<file path="config.mk">
export PLATFORM = sky130hd
export DESIGN_NAME = ids
export DESIGN_NICKNAME = d
export VERILOG_FILES = /design/src/design/ids_pkt_pkg.sv /design/src/design/ids_reg_pkg.sv /design/src/design/ids_input_fifo.sv /design/src/design/ids_pkt_parser.sv /design/src/design/ids_pattern_matcher.sv /design/src/design/ids_flow_table.sv /design/src/design/ids_regs.sv /design/src/design/ids.sv
export SDC_FILE = /design/constraint.sdc
export NUM_CORES = 2
export LEC_CHECK = 0
export ABC_CLOCK_PERIOD_IN_PS = 7510
export BUFFER_PORTS_ARGS = -buffer_cell sky130_fd_sc_hd__buf_2
export CAP_MARGIN = 15
export CORE_MARGIN = 2
export CORE_UTILIZATION = 41
export CTS_BUF_LIST = sky130_fd_sc_hd__clkbuf_4 sky130_fd_sc_hd__clkbuf_8
export DETAILED_ROUTE_END_ITERATION = 8
export HOLD_SLACK_MARGIN = 0.08
export PLACE_DENSITY = 0.58
export SYNTH_ARGS = -nofsm -noshare
export SYNTH_HDL_FRONTEND = slang
export SYNTH_HIERARCHICAL = 1
export SYNTH_SLANG_ARGS = --single-unit
</file>
<file path="constraint.sdc">
create_clock -name clk -period 7.51 [get_ports clk]
set_clock_uncertainty 0.1 [all_clocks]
set_input_delay 0.751 -clock clk [delete_from_list [all_inputs] [get_ports clk]]
set_output_delay 0.751 -clock clk [all_outputs]
set_load 0.05 [all_outputs]
</file>
<file path="src/design/ids_pkt_pkg.sv">
package ids_pkt_pkg;

	// datapath word layout
	localparam int DATA_WIDTH = 64;
	localparam int CTRL_WIDTH = 8;

	// header layout
	localparam int HDR_WORDS = 5;   // zero-ctrl words after the start word
	localparam int IP_WORD   = 4;   // header word holding the source ip
	localparam int IP_LSB    = 16;  // ip sits in bits 47:16

	// payload search
	localparam int PATTERN_BYTES = 7;

	typedef logic [31:0] ip_addr_t;

	// one stream word, ctrl byte on top
	typedef struct packed {
		logic [CTRL_WIDTH-1:0] ctrl;
		logic [DATA_WIDTH-1:0] data;
	} pkt_word_t;

endpackage

</file>
<file path="src/design/ids_reg_pkg.sv">
package ids_reg_pkg;

	localparam int REG_ADDR_WIDTH = 4;
	localparam int REG_DATA_WIDTH = 32;

	localparam int FT_DEPTH      = 16;
	localparam int FT_ADDR_WIDTH = 4;

	// register map, word addresses
	localparam logic [REG_ADDR_WIDTH-1:0] REG_PATTERN_HIGH    = 4'd0;
	localparam logic [REG_ADDR_WIDTH-1:0] REG_PATTERN_LOW     = 4'd1;
	localparam logic [REG_ADDR_WIDTH-1:0] REG_FT_IP           = 4'd2;
	localparam logic [REG_ADDR_WIDTH-1:0] REG_FT_ENTRY        = 4'd3;  // write commits staged ip
	localparam logic [REG_ADDR_WIDTH-1:0] REG_COUNT_SEL       = 4'd4;
	localparam logic [REG_ADDR_WIDTH-1:0] REG_NUM_PACKETS     = 4'd8;
	localparam logic [REG_ADDR_WIDTH-1:0] REG_PATTERN_MATCHES = 4'd9;
	localparam logic [REG_ADDR_WIDTH-1:0] REG_FLOW_HITS       = 4'd10;
	localparam logic [REG_ADDR_WIDTH-1:0] REG_ENTRY_COUNT     = 4'd11;

	typedef struct packed {
		logic                      req;
		logic                      rd_wr_l;  // 1 = read
		logic [REG_ADDR_WIDTH-1:0] addr;
		logic [REG_DATA_WIDTH-1:0] wdata;
	} reg_req_t;

	// flow table write from the register block
	typedef struct packed {
		logic                     we;
		logic [FT_ADDR_WIDTH-1:0] index;
		logic                     valid;
		logic [31:0]              ip;
	} ft_write_t;

endpackage

</file>
<file path="src/design/ids_input_fifo.sv">
`timescale 1ns/1ns

module ids_input_fifo import ids_pkt_pkg::*; (
	input  logic      clk,
	input  logic      reset,
	input  pkt_word_t wr_word,
	input  logic      wr_en,
	input  logic      rd_en,
	output pkt_word_t head,
	output logic      empty,
	output logic      nearly_full
);

	pkt_word_t  mem [0:3];
	logic [1:0] wr_ptr;
	logic [1:0] rd_ptr;
	logic [2:0] count;  // 0..4
	logic       full;

	assign head        = mem[rd_ptr];  // fall-through, head visible before read
	assign empty       = (count == 3'd0);
	assign full        = (count == 3'd4);
	assign nearly_full = (count >= 3'd3);  // one spare slot for a late write

	always_ff @(posedge clk) begin
		if (wr_en)
			mem[wr_ptr] <= wr_word;
	end

	always_ff @(posedge clk) begin
		if (reset) begin
			wr_ptr <= '0;
			rd_ptr <= '0;
			count  <= '0;
		end else begin
			wr_ptr <= wr_ptr + {1'b0, wr_en};
			rd_ptr <= rd_ptr + {1'b0, rd_en};
			count  <= count + {2'b00, wr_en} - {2'b00, rd_en};
		end
	end

	a_no_overflow: assert property (@(posedge clk) disable iff (reset) !(wr_en && full));
	a_no_underflow: assert property (@(posedge clk) disable iff (reset) !(rd_en && empty));

endmodule

</file>
<file path="src/design/ids_pkt_parser.sv">
`timescale 1ns/1ns

module ids_pkt_parser import ids_pkt_pkg::*; (
	input  logic                  clk,
	input  logic                  reset,
	input  pkt_word_t             head,
	input  logic                  empty,
	output logic                  rd_en,
	input  logic                  out_rdy,
	output pkt_word_t             out_word,
	output logic                  out_wr,
	output logic [DATA_WIDTH-1:0] scan_word,
	output logic                  scan_valid,
	output logic                  pkt_end,
	output logic                  lookup,
	output ip_addr_t              lookup_ip
);

	typedef enum logic [1:0] {
		ST_START,
		ST_HEADER,
		ST_PAYLOAD
	} state_t;

	state_t     state;
	logic [2:0] hdr_cnt;
	logic [2:0] hdr_cnt_inc;
	logic       ctrl_zero;

	assign rd_en       = !empty && out_rdy;
	assign ctrl_zero   = (head.ctrl == '0);
	assign hdr_cnt_inc = hdr_cnt + 3'd1;

	// events come out together with the word on out_wr
	always_ff @(posedge clk) begin
		if (reset) begin
			state      <= ST_START;
			hdr_cnt    <= '0;
			out_wr     <= 1'b0;
			scan_valid <= 1'b0;
			pkt_end    <= 1'b0;
			lookup     <= 1'b0;
		end else begin
			out_wr     <= rd_en;
			scan_valid <= 1'b0;
			pkt_end    <= 1'b0;
			lookup     <= 1'b0;
			if (rd_en) begin
				case (state)
					ST_START: begin
						if (!ctrl_zero) begin  // start word
							state   <= ST_HEADER;
							hdr_cnt <= '0;
						end
					end
					ST_HEADER: begin
						if (ctrl_zero) begin
							hdr_cnt <= hdr_cnt_inc;
							if (hdr_cnt_inc == 3'(IP_WORD))
								lookup <= 1'b1;
							if (hdr_cnt_inc == 3'(HDR_WORDS))
								state <= ST_PAYLOAD;
						end
					end
					ST_PAYLOAD: begin
						if (ctrl_zero) begin
							scan_valid <= 1'b1;
						end else begin
							pkt_end <= 1'b1;  // end word
							state   <= ST_START;
						end
					end
					default: state <= ST_START;
				endcase
			end
		end
	end

	always_ff @(posedge clk) begin
		if (rd_en) begin
			out_word  <= head;
			scan_word <= head.data;
			lookup_ip <= head.data[IP_LSB +: $bits(ip_addr_t)];
		end
	end

	// payload only after the full header
	a_payload_after_header: assert property (@(posedge clk) disable iff (reset)
		state == ST_PAYLOAD |-> hdr_cnt == 3'(HDR_WORDS));

endmodule

</file>
<file path="src/design/ids_pattern_matcher.sv">
`timescale 1ns/1ns

module ids_pattern_matcher import ids_pkt_pkg::*; (
	input  logic                       clk,
	input  logic                       reset,
	input  logic [PATTERN_BYTES*8-1:0] pattern,
	input  logic [DATA_WIDTH-1:0]      scan_word,
	input  logic                       scan_valid,
	input  logic                       pkt_end,
	output logic                       pattern_hit
);

	logic [DATA_WIDTH-1:0]   prev_word;
	logic                    prev_valid;  // prev_word belongs to this payload
	logic [2*DATA_WIDTH-1:0] window;
	logic [DATA_WIDTH/8-1:0] hit_at;
	logic                    found;

	// earliest byte at the top of the window
	assign window = {prev_word, scan_word};

	// offsets that end inside the current word
	// the first PATTERN_BYTES-1 of them reach back into prev_word
	always_comb begin
		for (int j = 0; j < DATA_WIDTH/8; j++) begin
			hit_at[j] = (window[2*DATA_WIDTH-1-8*(j+DATA_WIDTH/8+1-PATTERN_BYTES)
				-: PATTERN_BYTES*8] == pattern) && (prev_valid || j >= PATTERN_BYTES-1);
		end
	end

	always_ff @(posedge clk) begin
		if (reset) begin
			prev_valid  <= 1'b0;
			found       <= 1'b0;
			pattern_hit <= 1'b0;
		end else begin
			pattern_hit <= pkt_end && found;  // one count per packet
			if (pkt_end) begin
				found      <= 1'b0;
				prev_valid <= 1'b0;
			end else if (scan_valid) begin
				found      <= found || (|hit_at);
				prev_valid <= 1'b1;
			end
		end
	end

	always_ff @(posedge clk) begin
		if (scan_valid)
			prev_word <= scan_word;
	end

endmodule

</file>
<file path="src/design/ids_flow_table.sv">
`timescale 1ns/1ns

module ids_flow_table import ids_pkt_pkg::*, ids_reg_pkg::*; (
	input  logic                      clk,
	input  logic                      reset,
	input  ft_write_t                 ft_wr,
	input  logic                      lookup,
	input  ip_addr_t                  lookup_ip,
	input  logic [FT_ADDR_WIDTH-1:0]  count_sel,
	output logic [REG_DATA_WIDTH-1:0] entry_count,
	output logic [REG_DATA_WIDTH-1:0] hit_total
);

	logic [FT_DEPTH-1:0]       ft_valid;
	ip_addr_t                  ft_ip [FT_DEPTH];
	logic [REG_DATA_WIDTH-1:0] hit_cnt [FT_DEPTH];
	logic [FT_DEPTH-1:0]       ip_match;

	// all entries compared at once
	always_comb begin
		for (int i = 0; i < FT_DEPTH; i++)
			ip_match[i] = ft_valid[i] && (ft_ip[i] == lookup_ip);
	end

	assign entry_count = hit_cnt[count_sel];

	always_ff @(posedge clk) begin
		if (ft_wr.we)
			ft_ip[ft_wr.index] <= ft_wr.ip;
	end

	always_ff @(posedge clk) begin
		if (reset) begin
			ft_valid  <= '0;
			hit_total <= '0;
			for (int i = 0; i < FT_DEPTH; i++)
				hit_cnt[i] <= '0;
		end else begin
			if (lookup && (|ip_match))
				hit_total <= hit_total + 1'b1;  // once per packet
			for (int i = 0; i < FT_DEPTH; i++) begin
				if (ft_wr.we && ft_wr.index == FT_ADDR_WIDTH'(i)) begin
					// rewritten entry starts counting afresh
					ft_valid[i] <= ft_wr.valid;
					hit_cnt[i]  <= '0;
				end else if (lookup && ip_match[i]) begin
					hit_cnt[i] <= hit_cnt[i] + 1'b1;
				end
			end
		end
	end

endmodule

</file>
<file path="src/design/ids_regs.sv">
`timescale 1ns/1ns

module ids_regs import ids_pkt_pkg::*, ids_reg_pkg::*; (
	input  logic                       clk,
	input  logic                       reset,
	input  reg_req_t                   reg_in,
	output logic                       reg_ack,
	output logic [REG_DATA_WIDTH-1:0]  reg_rdata,
	output logic [PATTERN_BYTES*8-1:0] pattern,
	output ft_write_t                  ft_wr,
	output logic [FT_ADDR_WIDTH-1:0]   count_sel,
	input  logic                       pkt_end,
	input  logic                       pattern_hit,
	input  logic [REG_DATA_WIDTH-1:0]  entry_count,
	input  logic [REG_DATA_WIDTH-1:0]  hit_total
);

	typedef enum logic [1:0] {
		HS_IDLE,
		HS_ACCESS,
		HS_ACK
	} hs_state_t;

	hs_state_t                 hs_state;
	logic [REG_DATA_WIDTH-1:0] pattern_high;
	logic [REG_DATA_WIDTH-1:0] pattern_low;
	logic [REG_DATA_WIDTH-1:0] ft_ip_stage;
	logic [REG_DATA_WIDTH-1:0] num_packets;
	logic [REG_DATA_WIDTH-1:0] pattern_matches;
	logic [REG_DATA_WIDTH-1:0] rd_value;
	logic                      do_access;
	logic                      do_write;

	assign do_access = (hs_state == HS_IDLE) && reg_in.req;  // once per handshake
	assign do_write  = do_access && !reg_in.rd_wr_l;
	assign pattern   = {pattern_high[PATTERN_BYTES*8-REG_DATA_WIDTH-1:0], pattern_low};

	always_comb begin
		case (reg_in.addr)
			REG_PATTERN_HIGH:    rd_value = pattern_high;
			REG_PATTERN_LOW:     rd_value = pattern_low;
			REG_FT_IP:           rd_value = ft_ip_stage;
			REG_FT_ENTRY:        rd_value = REG_DATA_WIDTH'({ft_wr.valid, ft_wr.index});
			REG_COUNT_SEL:       rd_value = REG_DATA_WIDTH'(count_sel);
			REG_NUM_PACKETS:     rd_value = num_packets;
			REG_PATTERN_MATCHES: rd_value = pattern_matches;
			REG_FLOW_HITS:       rd_value = hit_total;
			REG_ENTRY_COUNT:     rd_value = entry_count;
			default:             rd_value = '0;  // unmapped
		endcase
	end

	always_ff @(posedge clk) begin
		if (reset) begin
			hs_state        <= HS_IDLE;
			reg_ack         <= 1'b0;
			pattern_high    <= '0;
			pattern_low     <= '0;
			ft_ip_stage     <= '0;
			ft_wr           <= '0;
			count_sel       <= '0;
			num_packets     <= '0;
			pattern_matches <= '0;
		end else begin
			ft_wr.we <= 1'b0;
			case (hs_state)
				HS_IDLE:   if (reg_in.req) hs_state <= HS_ACCESS;
				HS_ACCESS: begin
					reg_ack  <= 1'b1;
					hs_state <= HS_ACK;
				end
				default: begin
					if (!reg_in.req) begin  // host released req
						reg_ack  <= 1'b0;
						hs_state <= HS_IDLE;
					end
				end
			endcase
			if (do_write) begin
				case (reg_in.addr)
					REG_PATTERN_HIGH: pattern_high <= reg_in.wdata;
					REG_PATTERN_LOW:  pattern_low  <= reg_in.wdata;
					REG_FT_IP:        ft_ip_stage  <= reg_in.wdata;
					REG_FT_ENTRY: begin
						ft_wr.we    <= 1'b1;
						ft_wr.index <= reg_in.wdata[FT_ADDR_WIDTH-1:0];
						ft_wr.valid <= reg_in.wdata[FT_ADDR_WIDTH];
						ft_wr.ip    <= ft_ip_stage;
					end
					REG_COUNT_SEL: count_sel <= reg_in.wdata[FT_ADDR_WIDTH-1:0];
					default: ;
				endcase
			end
			if (pkt_end)
				num_packets <= num_packets + 1'b1;
			if (pattern_hit)
				pattern_matches <= pattern_matches + 1'b1;
		end
	end

	always_ff @(posedge clk) begin
		if (do_access && reg_in.rd_wr_l)
			reg_rdata <= rd_value;  // held until the next read
	end

	// req must still be high in the cycle where reg_ack goes up
	a_ack_in_req: assert property (@(posedge clk) disable iff (reset)
		$rose(reg_ack) |-> $past(reg_in.req));

endmodule

</file>
<file path="src/design/ids.sv">
`timescale 1ns/1ns

module ids import ids_pkt_pkg::*, ids_reg_pkg::*; (
	input  logic                      clk,
	input  logic                      reset,
	input  pkt_word_t                 in_word,
	input  logic                      in_wr,
	output logic                      in_rdy,
	output pkt_word_t                 out_word,
	output logic                      out_wr,
	input  logic                      out_rdy,
	input  reg_req_t                  reg_in,
	output logic                      reg_ack,
	output logic [REG_DATA_WIDTH-1:0] reg_rdata
);

	pkt_word_t                  fifo_head;
	logic                       fifo_empty;
	logic                       fifo_nearly_full;
	logic                       fifo_rd_en;
	logic [DATA_WIDTH-1:0]      scan_word;
	logic                       scan_valid;
	logic                       pkt_end;
	logic                       lookup;
	ip_addr_t                   lookup_ip;
	logic [PATTERN_BYTES*8-1:0] pattern;
	logic                       pattern_hit;
	ft_write_t                  ft_wr;
	logic [FT_ADDR_WIDTH-1:0]   count_sel;
	logic [REG_DATA_WIDTH-1:0]  entry_count;
	logic [REG_DATA_WIDTH-1:0]  hit_total;

	assign in_rdy = !fifo_nearly_full;

	ids_input_fifo input_fifo (.clk(clk), .reset(reset), .wr_word(in_word), .wr_en(in_wr),
		.rd_en(fifo_rd_en), .head(fifo_head), .empty(fifo_empty),
		.nearly_full(fifo_nearly_full));

	ids_pkt_parser parser (.clk(clk), .reset(reset), .head(fifo_head), .empty(fifo_empty),
		.rd_en(fifo_rd_en), .out_rdy(out_rdy), .out_word(out_word), .out_wr(out_wr),
		.scan_word(scan_word), .scan_valid(scan_valid), .pkt_end(pkt_end),
		.lookup(lookup), .lookup_ip(lookup_ip));

	ids_pattern_matcher matcher (.clk(clk), .reset(reset), .pattern(pattern),
		.scan_word(scan_word), .scan_valid(scan_valid), .pkt_end(pkt_end),
		.pattern_hit(pattern_hit));

	ids_flow_table flow_table (.clk(clk), .reset(reset), .ft_wr(ft_wr), .lookup(lookup),
		.lookup_ip(lookup_ip), .count_sel(count_sel), .entry_count(entry_count),
		.hit_total(hit_total));

	ids_regs regs (.clk(clk), .reset(reset), .reg_in(reg_in), .reg_ack(reg_ack),
		.reg_rdata(reg_rdata), .pattern(pattern), .ft_wr(ft_wr), .count_sel(count_sel),
		.pkt_end(pkt_end), .pattern_hit(pattern_hit), .entry_count(entry_count),
		.hit_total(hit_total));

endmodule

</file>
==> impl_metrics.json <==
{
  "run_status": "complete, no violations",
  "instances_no_fill": 10200,
  "r2r.worst_path.cells": 8,
  "setup_total_negative_slack_ns": 0,
  "layout_setup_ws_ns": 3.02,
  "drt_pre_antenna_iters": 9,
  "drt.antenna.violating_nets": 0,
  "grt-ovfl-total": 0,
  "hold_critical_path_endpoint": "regs/reg_rdata[3]$_DFFE_PP_",
  "drt_first_iter_violations": 7691,
  "hold_ws_ns": 0.278,
  "max_cap_viol_count": 0,
  "power.density_cell_area_mw_per_mm2": 252,
  "placement.io_buffers": 220,
  "detailroute.via_count": 59400,
  "postSynthRegisterBits": 1736,
  "io-pin-count": 221,
  "regToRegEndpoint": "flow_table/hit_cnt[1][1]$_SDFFCE_PN0P_",
  "worst_hold_path.num_cells": 2,
  "synth_area_per_cell_um2": 12.5,
  "dieHeight_um": 461,
  "postSynthCellCount": 6872,
  "max_slew.worst_pin.slew_ns": 1.25,
  "drive_gt1_share_pct": 16.1,
  "irDropWorstVdd_uv": 207,
  "synth.lib_cells_used.distinct": 71,
  "post_synth_instance_area_mm2": 0.0858,
  "slowest_delay_ns": 0.98,
  "synth_async_sr_flop_share_pct": 0,
  "post-route-min-period_ns": 4.49,
  "hp-start": "reg_in[34]",
  "hpwl_um": 189000,
  "die_w_um": 461,
  "setup.worst_path.start_class": "flip-flop",
  "setup.worst_path.class": "reg2reg",
  "synth_nets": 7014,
  "grtUsageTotal_pct": 26.6,
  "nFillCells": 18600,
  "setup_viol": 0,
  "grt_setup_unrepaired": "false",
  "max_freq_mhz": 222,
  "power_leakage_nw": 28.7,
  "worst_path_max_delay_cell": "sky130_fd_sc_hd__edfxtp_1",
  "core_area_mm2": 0.207,
  "worst_setup_hold_path_clk_slew_ns": 0.06,
  "clk_latency_ns": 1.10,
  "yosysWarningCount": 6,
  "grt_pass1_wl_um": 407000,
  "final.period_utilization_pct": 59.9,
  "commonest_cells_after_routing_fill_and_taps_aside": "sky130_fd_sc_hd__edfxtp_1 (1464), sky130_fd_sc_hd__xnor2_1 (820), sky130_fd_sc_hd__nor2_1 (682), sky130_fd_sc_hd__xor2_1 (600), sky130_fd_sc_hd__nand2_1 (503)",
  "cts-htree-levels": 5,
  "cts.repair_timing.setup_buffer_count": 0,
  "timing.critical_path.max_delay_family": "simple AND/OR/NAND/NOR gates",
  "wl_per_cell_um": 28.3,
  "drc": 0,
  "cts_resized": 0,
  "critPathMaxFanout": 33,
  "critical_path.n_buffers_inverters": 2,
  "regToRegStartpoint": "parser/scan_word[17]$_DFFE_PN_",
  "multiInputGateArea_mm2": 0.0328,
  "endpoints_failing_hold": 0,
  "grt_start_max_net_pins": 145,
  "report.power.total_mw": 24.2,
  "row_count": 167,
  "path_class_of_the_lowest_slack_min_delay_path": "in2reg",
  "synth_seq_area_share_pct": 57.6,
  "reg2reg_setup_slack_ns": 3.02,
  "pre_cts_ws_ns": 3.10,
  "arrival_ns": 5.01,
  "layout.cells.most_common": "sky130_fd_sc_hd__edfxtp_1",
  "cts_made_buffers": 316,
  "grt_pass1_vias": 56200,
  "clockRootBuffer": "sky130_fd_sc_hd__clkbuf_8",
  "crit_path_end_kind": "flip-flop",
  "final_report_max_slew_violation_count": 0,
  "clkSinkCount": 1736,
  "via_per_inst": 5.84,
  "cts_hold_buf": 111,
  "dpl.cell_count": 9494,
  "worstPathCellList": "buf_4, xor2_1, nor4_1, nand4_1, or3_1, or3_1, nand2_1, buf_4",
  "antenna_found_initial": 27,
  "timing.max_slew.rel_slack_pct": 16.4,
  "final_net_count": 7280,
  "fp.dieArea_mm2": 0.213,
  "area.sequential_mm2": 0.0494,
  "gp_congestion": 0.940,
  "dominantRegCellSynth": "sky130_fd_sc_hd__edfxtp_1",
  "drt_wl_total_um": 288000,
  "critical_path_required_ns": 8.03,
  "clock_tree.buffer_depth": 4,
  "synth_edf_count": 1464,
  "layout_area_overhead_pct": 11.8,
  "cts_tree": "yes",
  "start_util_pct": 41.3
}
registers in the layout, indices dropped and copies added, names as in the netlist, 4 cells and up:
| signal | flops |
|---|---|
| flow_table/ft_ip | 512 |
| flow_table/hit_cnt | 512 |
| input_fifo/mem | 288 |
| parser/scan_word | 64 |
| matcher/prev_word | 48 |
| regs/ft_wr | 38 |
| flow_table/hit_total | 32 |
| regs/ft_ip_stage | 32 |
| regs/num_packets | 32 |
| regs/pattern_high | 32 |
| regs/pattern_low | 32 |
| regs/pattern_matches | 32 |
| regs/reg_rdata | 32 |
| flow_table/ft_valid | 16 |
| parser/out_word | 8 |
| regs/count_sel | 4 |
worst max-delay path by stage:
stage,from,to,cells after the start
final,parser/scan_word[17]$_DFFE_PN_,flow_table/hit_cnt[1][1]$_SDFFCE_PN0P_,8
after global routing,parser/scan_word[17]$_DFFE_PN_,flow_table/hit_cnt[1][1]$_SDFFCE_PN0P_,8
after CTS,parser/scan_word[17]$_DFFE_PN_,flow_table/hit_cnt[1][2]$_SDFFCE_PN0P_,8
after detailed placement,parser/scan_word[17]$_DFFE_PN_,flow_table/hit_cnt[1][21]$_SDFFCE_PN0P_,8
after global placement,regs/count_sel[0]$_SDFFE_PP0P_,regs/reg_rdata[23]$_DFFE_PP_,5
after floorplan,in_wr,input_fifo/mem[0][0]$_DFFE_PP_,1
power by group:
part | leakage [nW] | internal [mW] | switching [mW] | total (mW)
sequential | 15.0 | 10.8 | 0.524 | 11.3
combinational | 10.3 | 1.28 | 2.48 | 3.76
clock | 3.34 | 5.13 | 3.99 | 9.12
total | 28.7 | 17.2 | 7.00 | 24.2
final cells by class:
cell class,instances,share of cell area [%]
flip-flops and latches,1736,51.5
multi-input cells,4507,34.2
clock buffers,457,5.90
repair buffers,490,3.68
well taps,2788,3.64
clock inverters,93,0.686
inverters,87,0.342
diodes,10,0.0261
through the flow:
step	area [um2]	util, %
4_1_cts	95800	46.2
3_3_place_gp	88400	42.6
2_1_floorplan	85800	-
3_5_place_dp	88400	42.6
6_report	95900	46.2
5_1_grt	95900	46.2
cell usage after synthesis, types with 16 or more instances:
library cell,count,area share (%)
sky130_fd_sc_hd__o31ai_1,20,0.18
sky130_fd_sc_hd__nand4_1,284,2.1
sky130_fd_sc_hd__nor2_1,696,3.0
sky130_fd_sc_hd__buf_6,80,1.1
sky130_fd_sc_hd__nand2_1,505,2.2
sky130_fd_sc_hd__inv_1,86,0.38
sky130_fd_sc_hd__dfxtp_1,272,6.3
sky130_fd_sc_hd__a222oi_1,29,0.34
sky130_fd_sc_hd__a22oi_1,59,0.52
sky130_fd_sc_hd__a21oi_1,258,1.5
sky130_fd_sc_hd__clkbuf_1,185,0.81
sky130_fd_sc_hd__buf_2,71,0.41
sky130_fd_sc_hd__nor4_1,115,0.84
sky130_fd_sc_hd__buf_4,172,1.5
sky130_fd_sc_hd__and3_1,96,0.70
sky130_fd_sc_hd__and4_1,47,0.48
sky130_fd_sc_hd__xnor2_1,820,8.4
sky130_fd_sc_hd__buf_1,22,0.096
sky130_fd_sc_hd__edfxtp_1,1464,51
sky130_fd_sc_hd__or3_1,117,0.85
sky130_fd_sc_hd__nand3_1,261,1.5
sky130_fd_sc_hd__nor2b_1,22,0.16
sky130_fd_sc_hd__o21ai_0,96,0.56
sky130_fd_sc_hd__mux2i_1,22,0.26
sky130_fd_sc_hd__or4_1,28,0.25
sky130_fd_sc_hd__ha_1,27,0.39
sky130_fd_sc_hd__and2_1,16,0.12
sky130_fd_sc_hd__xor2_1,600,6.1
sky130_fd_sc_hd__mux4_2,231,6.1
sky130_fd_sc_hd__nor3_1,61,0.36
cells by family after synthesis:
logic type / share of synthesized area (%)
AO/OA/AOI/OAI: 3.39
AND/OR/NAND/NOR: 13.2
flip-flops: 57.6
adder cells (fa/ha/maj): 0.417
buffers and inverters: 4.47
XOR/XNOR: 14.5
multiplexers: 6.43
worst register-to-register path: stages, from the launching register on:
cell and delay, ns:
sky130_fd_sc_hd__edfxtp_1 0.98, sky130_fd_sc_hd__buf_4 0.47, sky130_fd_sc_hd__xor2_1 0.12, sky130_fd_sc_hd__nor4_1 0.30
sky130_fd_sc_hd__nand4_1 0.19, sky130_fd_sc_hd__or3_1 0.47, sky130_fd_sc_hd__or3_1 0.79, sky130_fd_sc_hd__nand2_1 0.22
sky130_fd_sc_hd__buf_4 0.40
layer usage:
metal  track usage (%)  share of wire (%)
met5                 0             0.0056
met4              13.0                5.3
met3              5.72                9.9
met2              39.3                 44
met1              37.0                 41
Power figures use the tool's default switching activity.
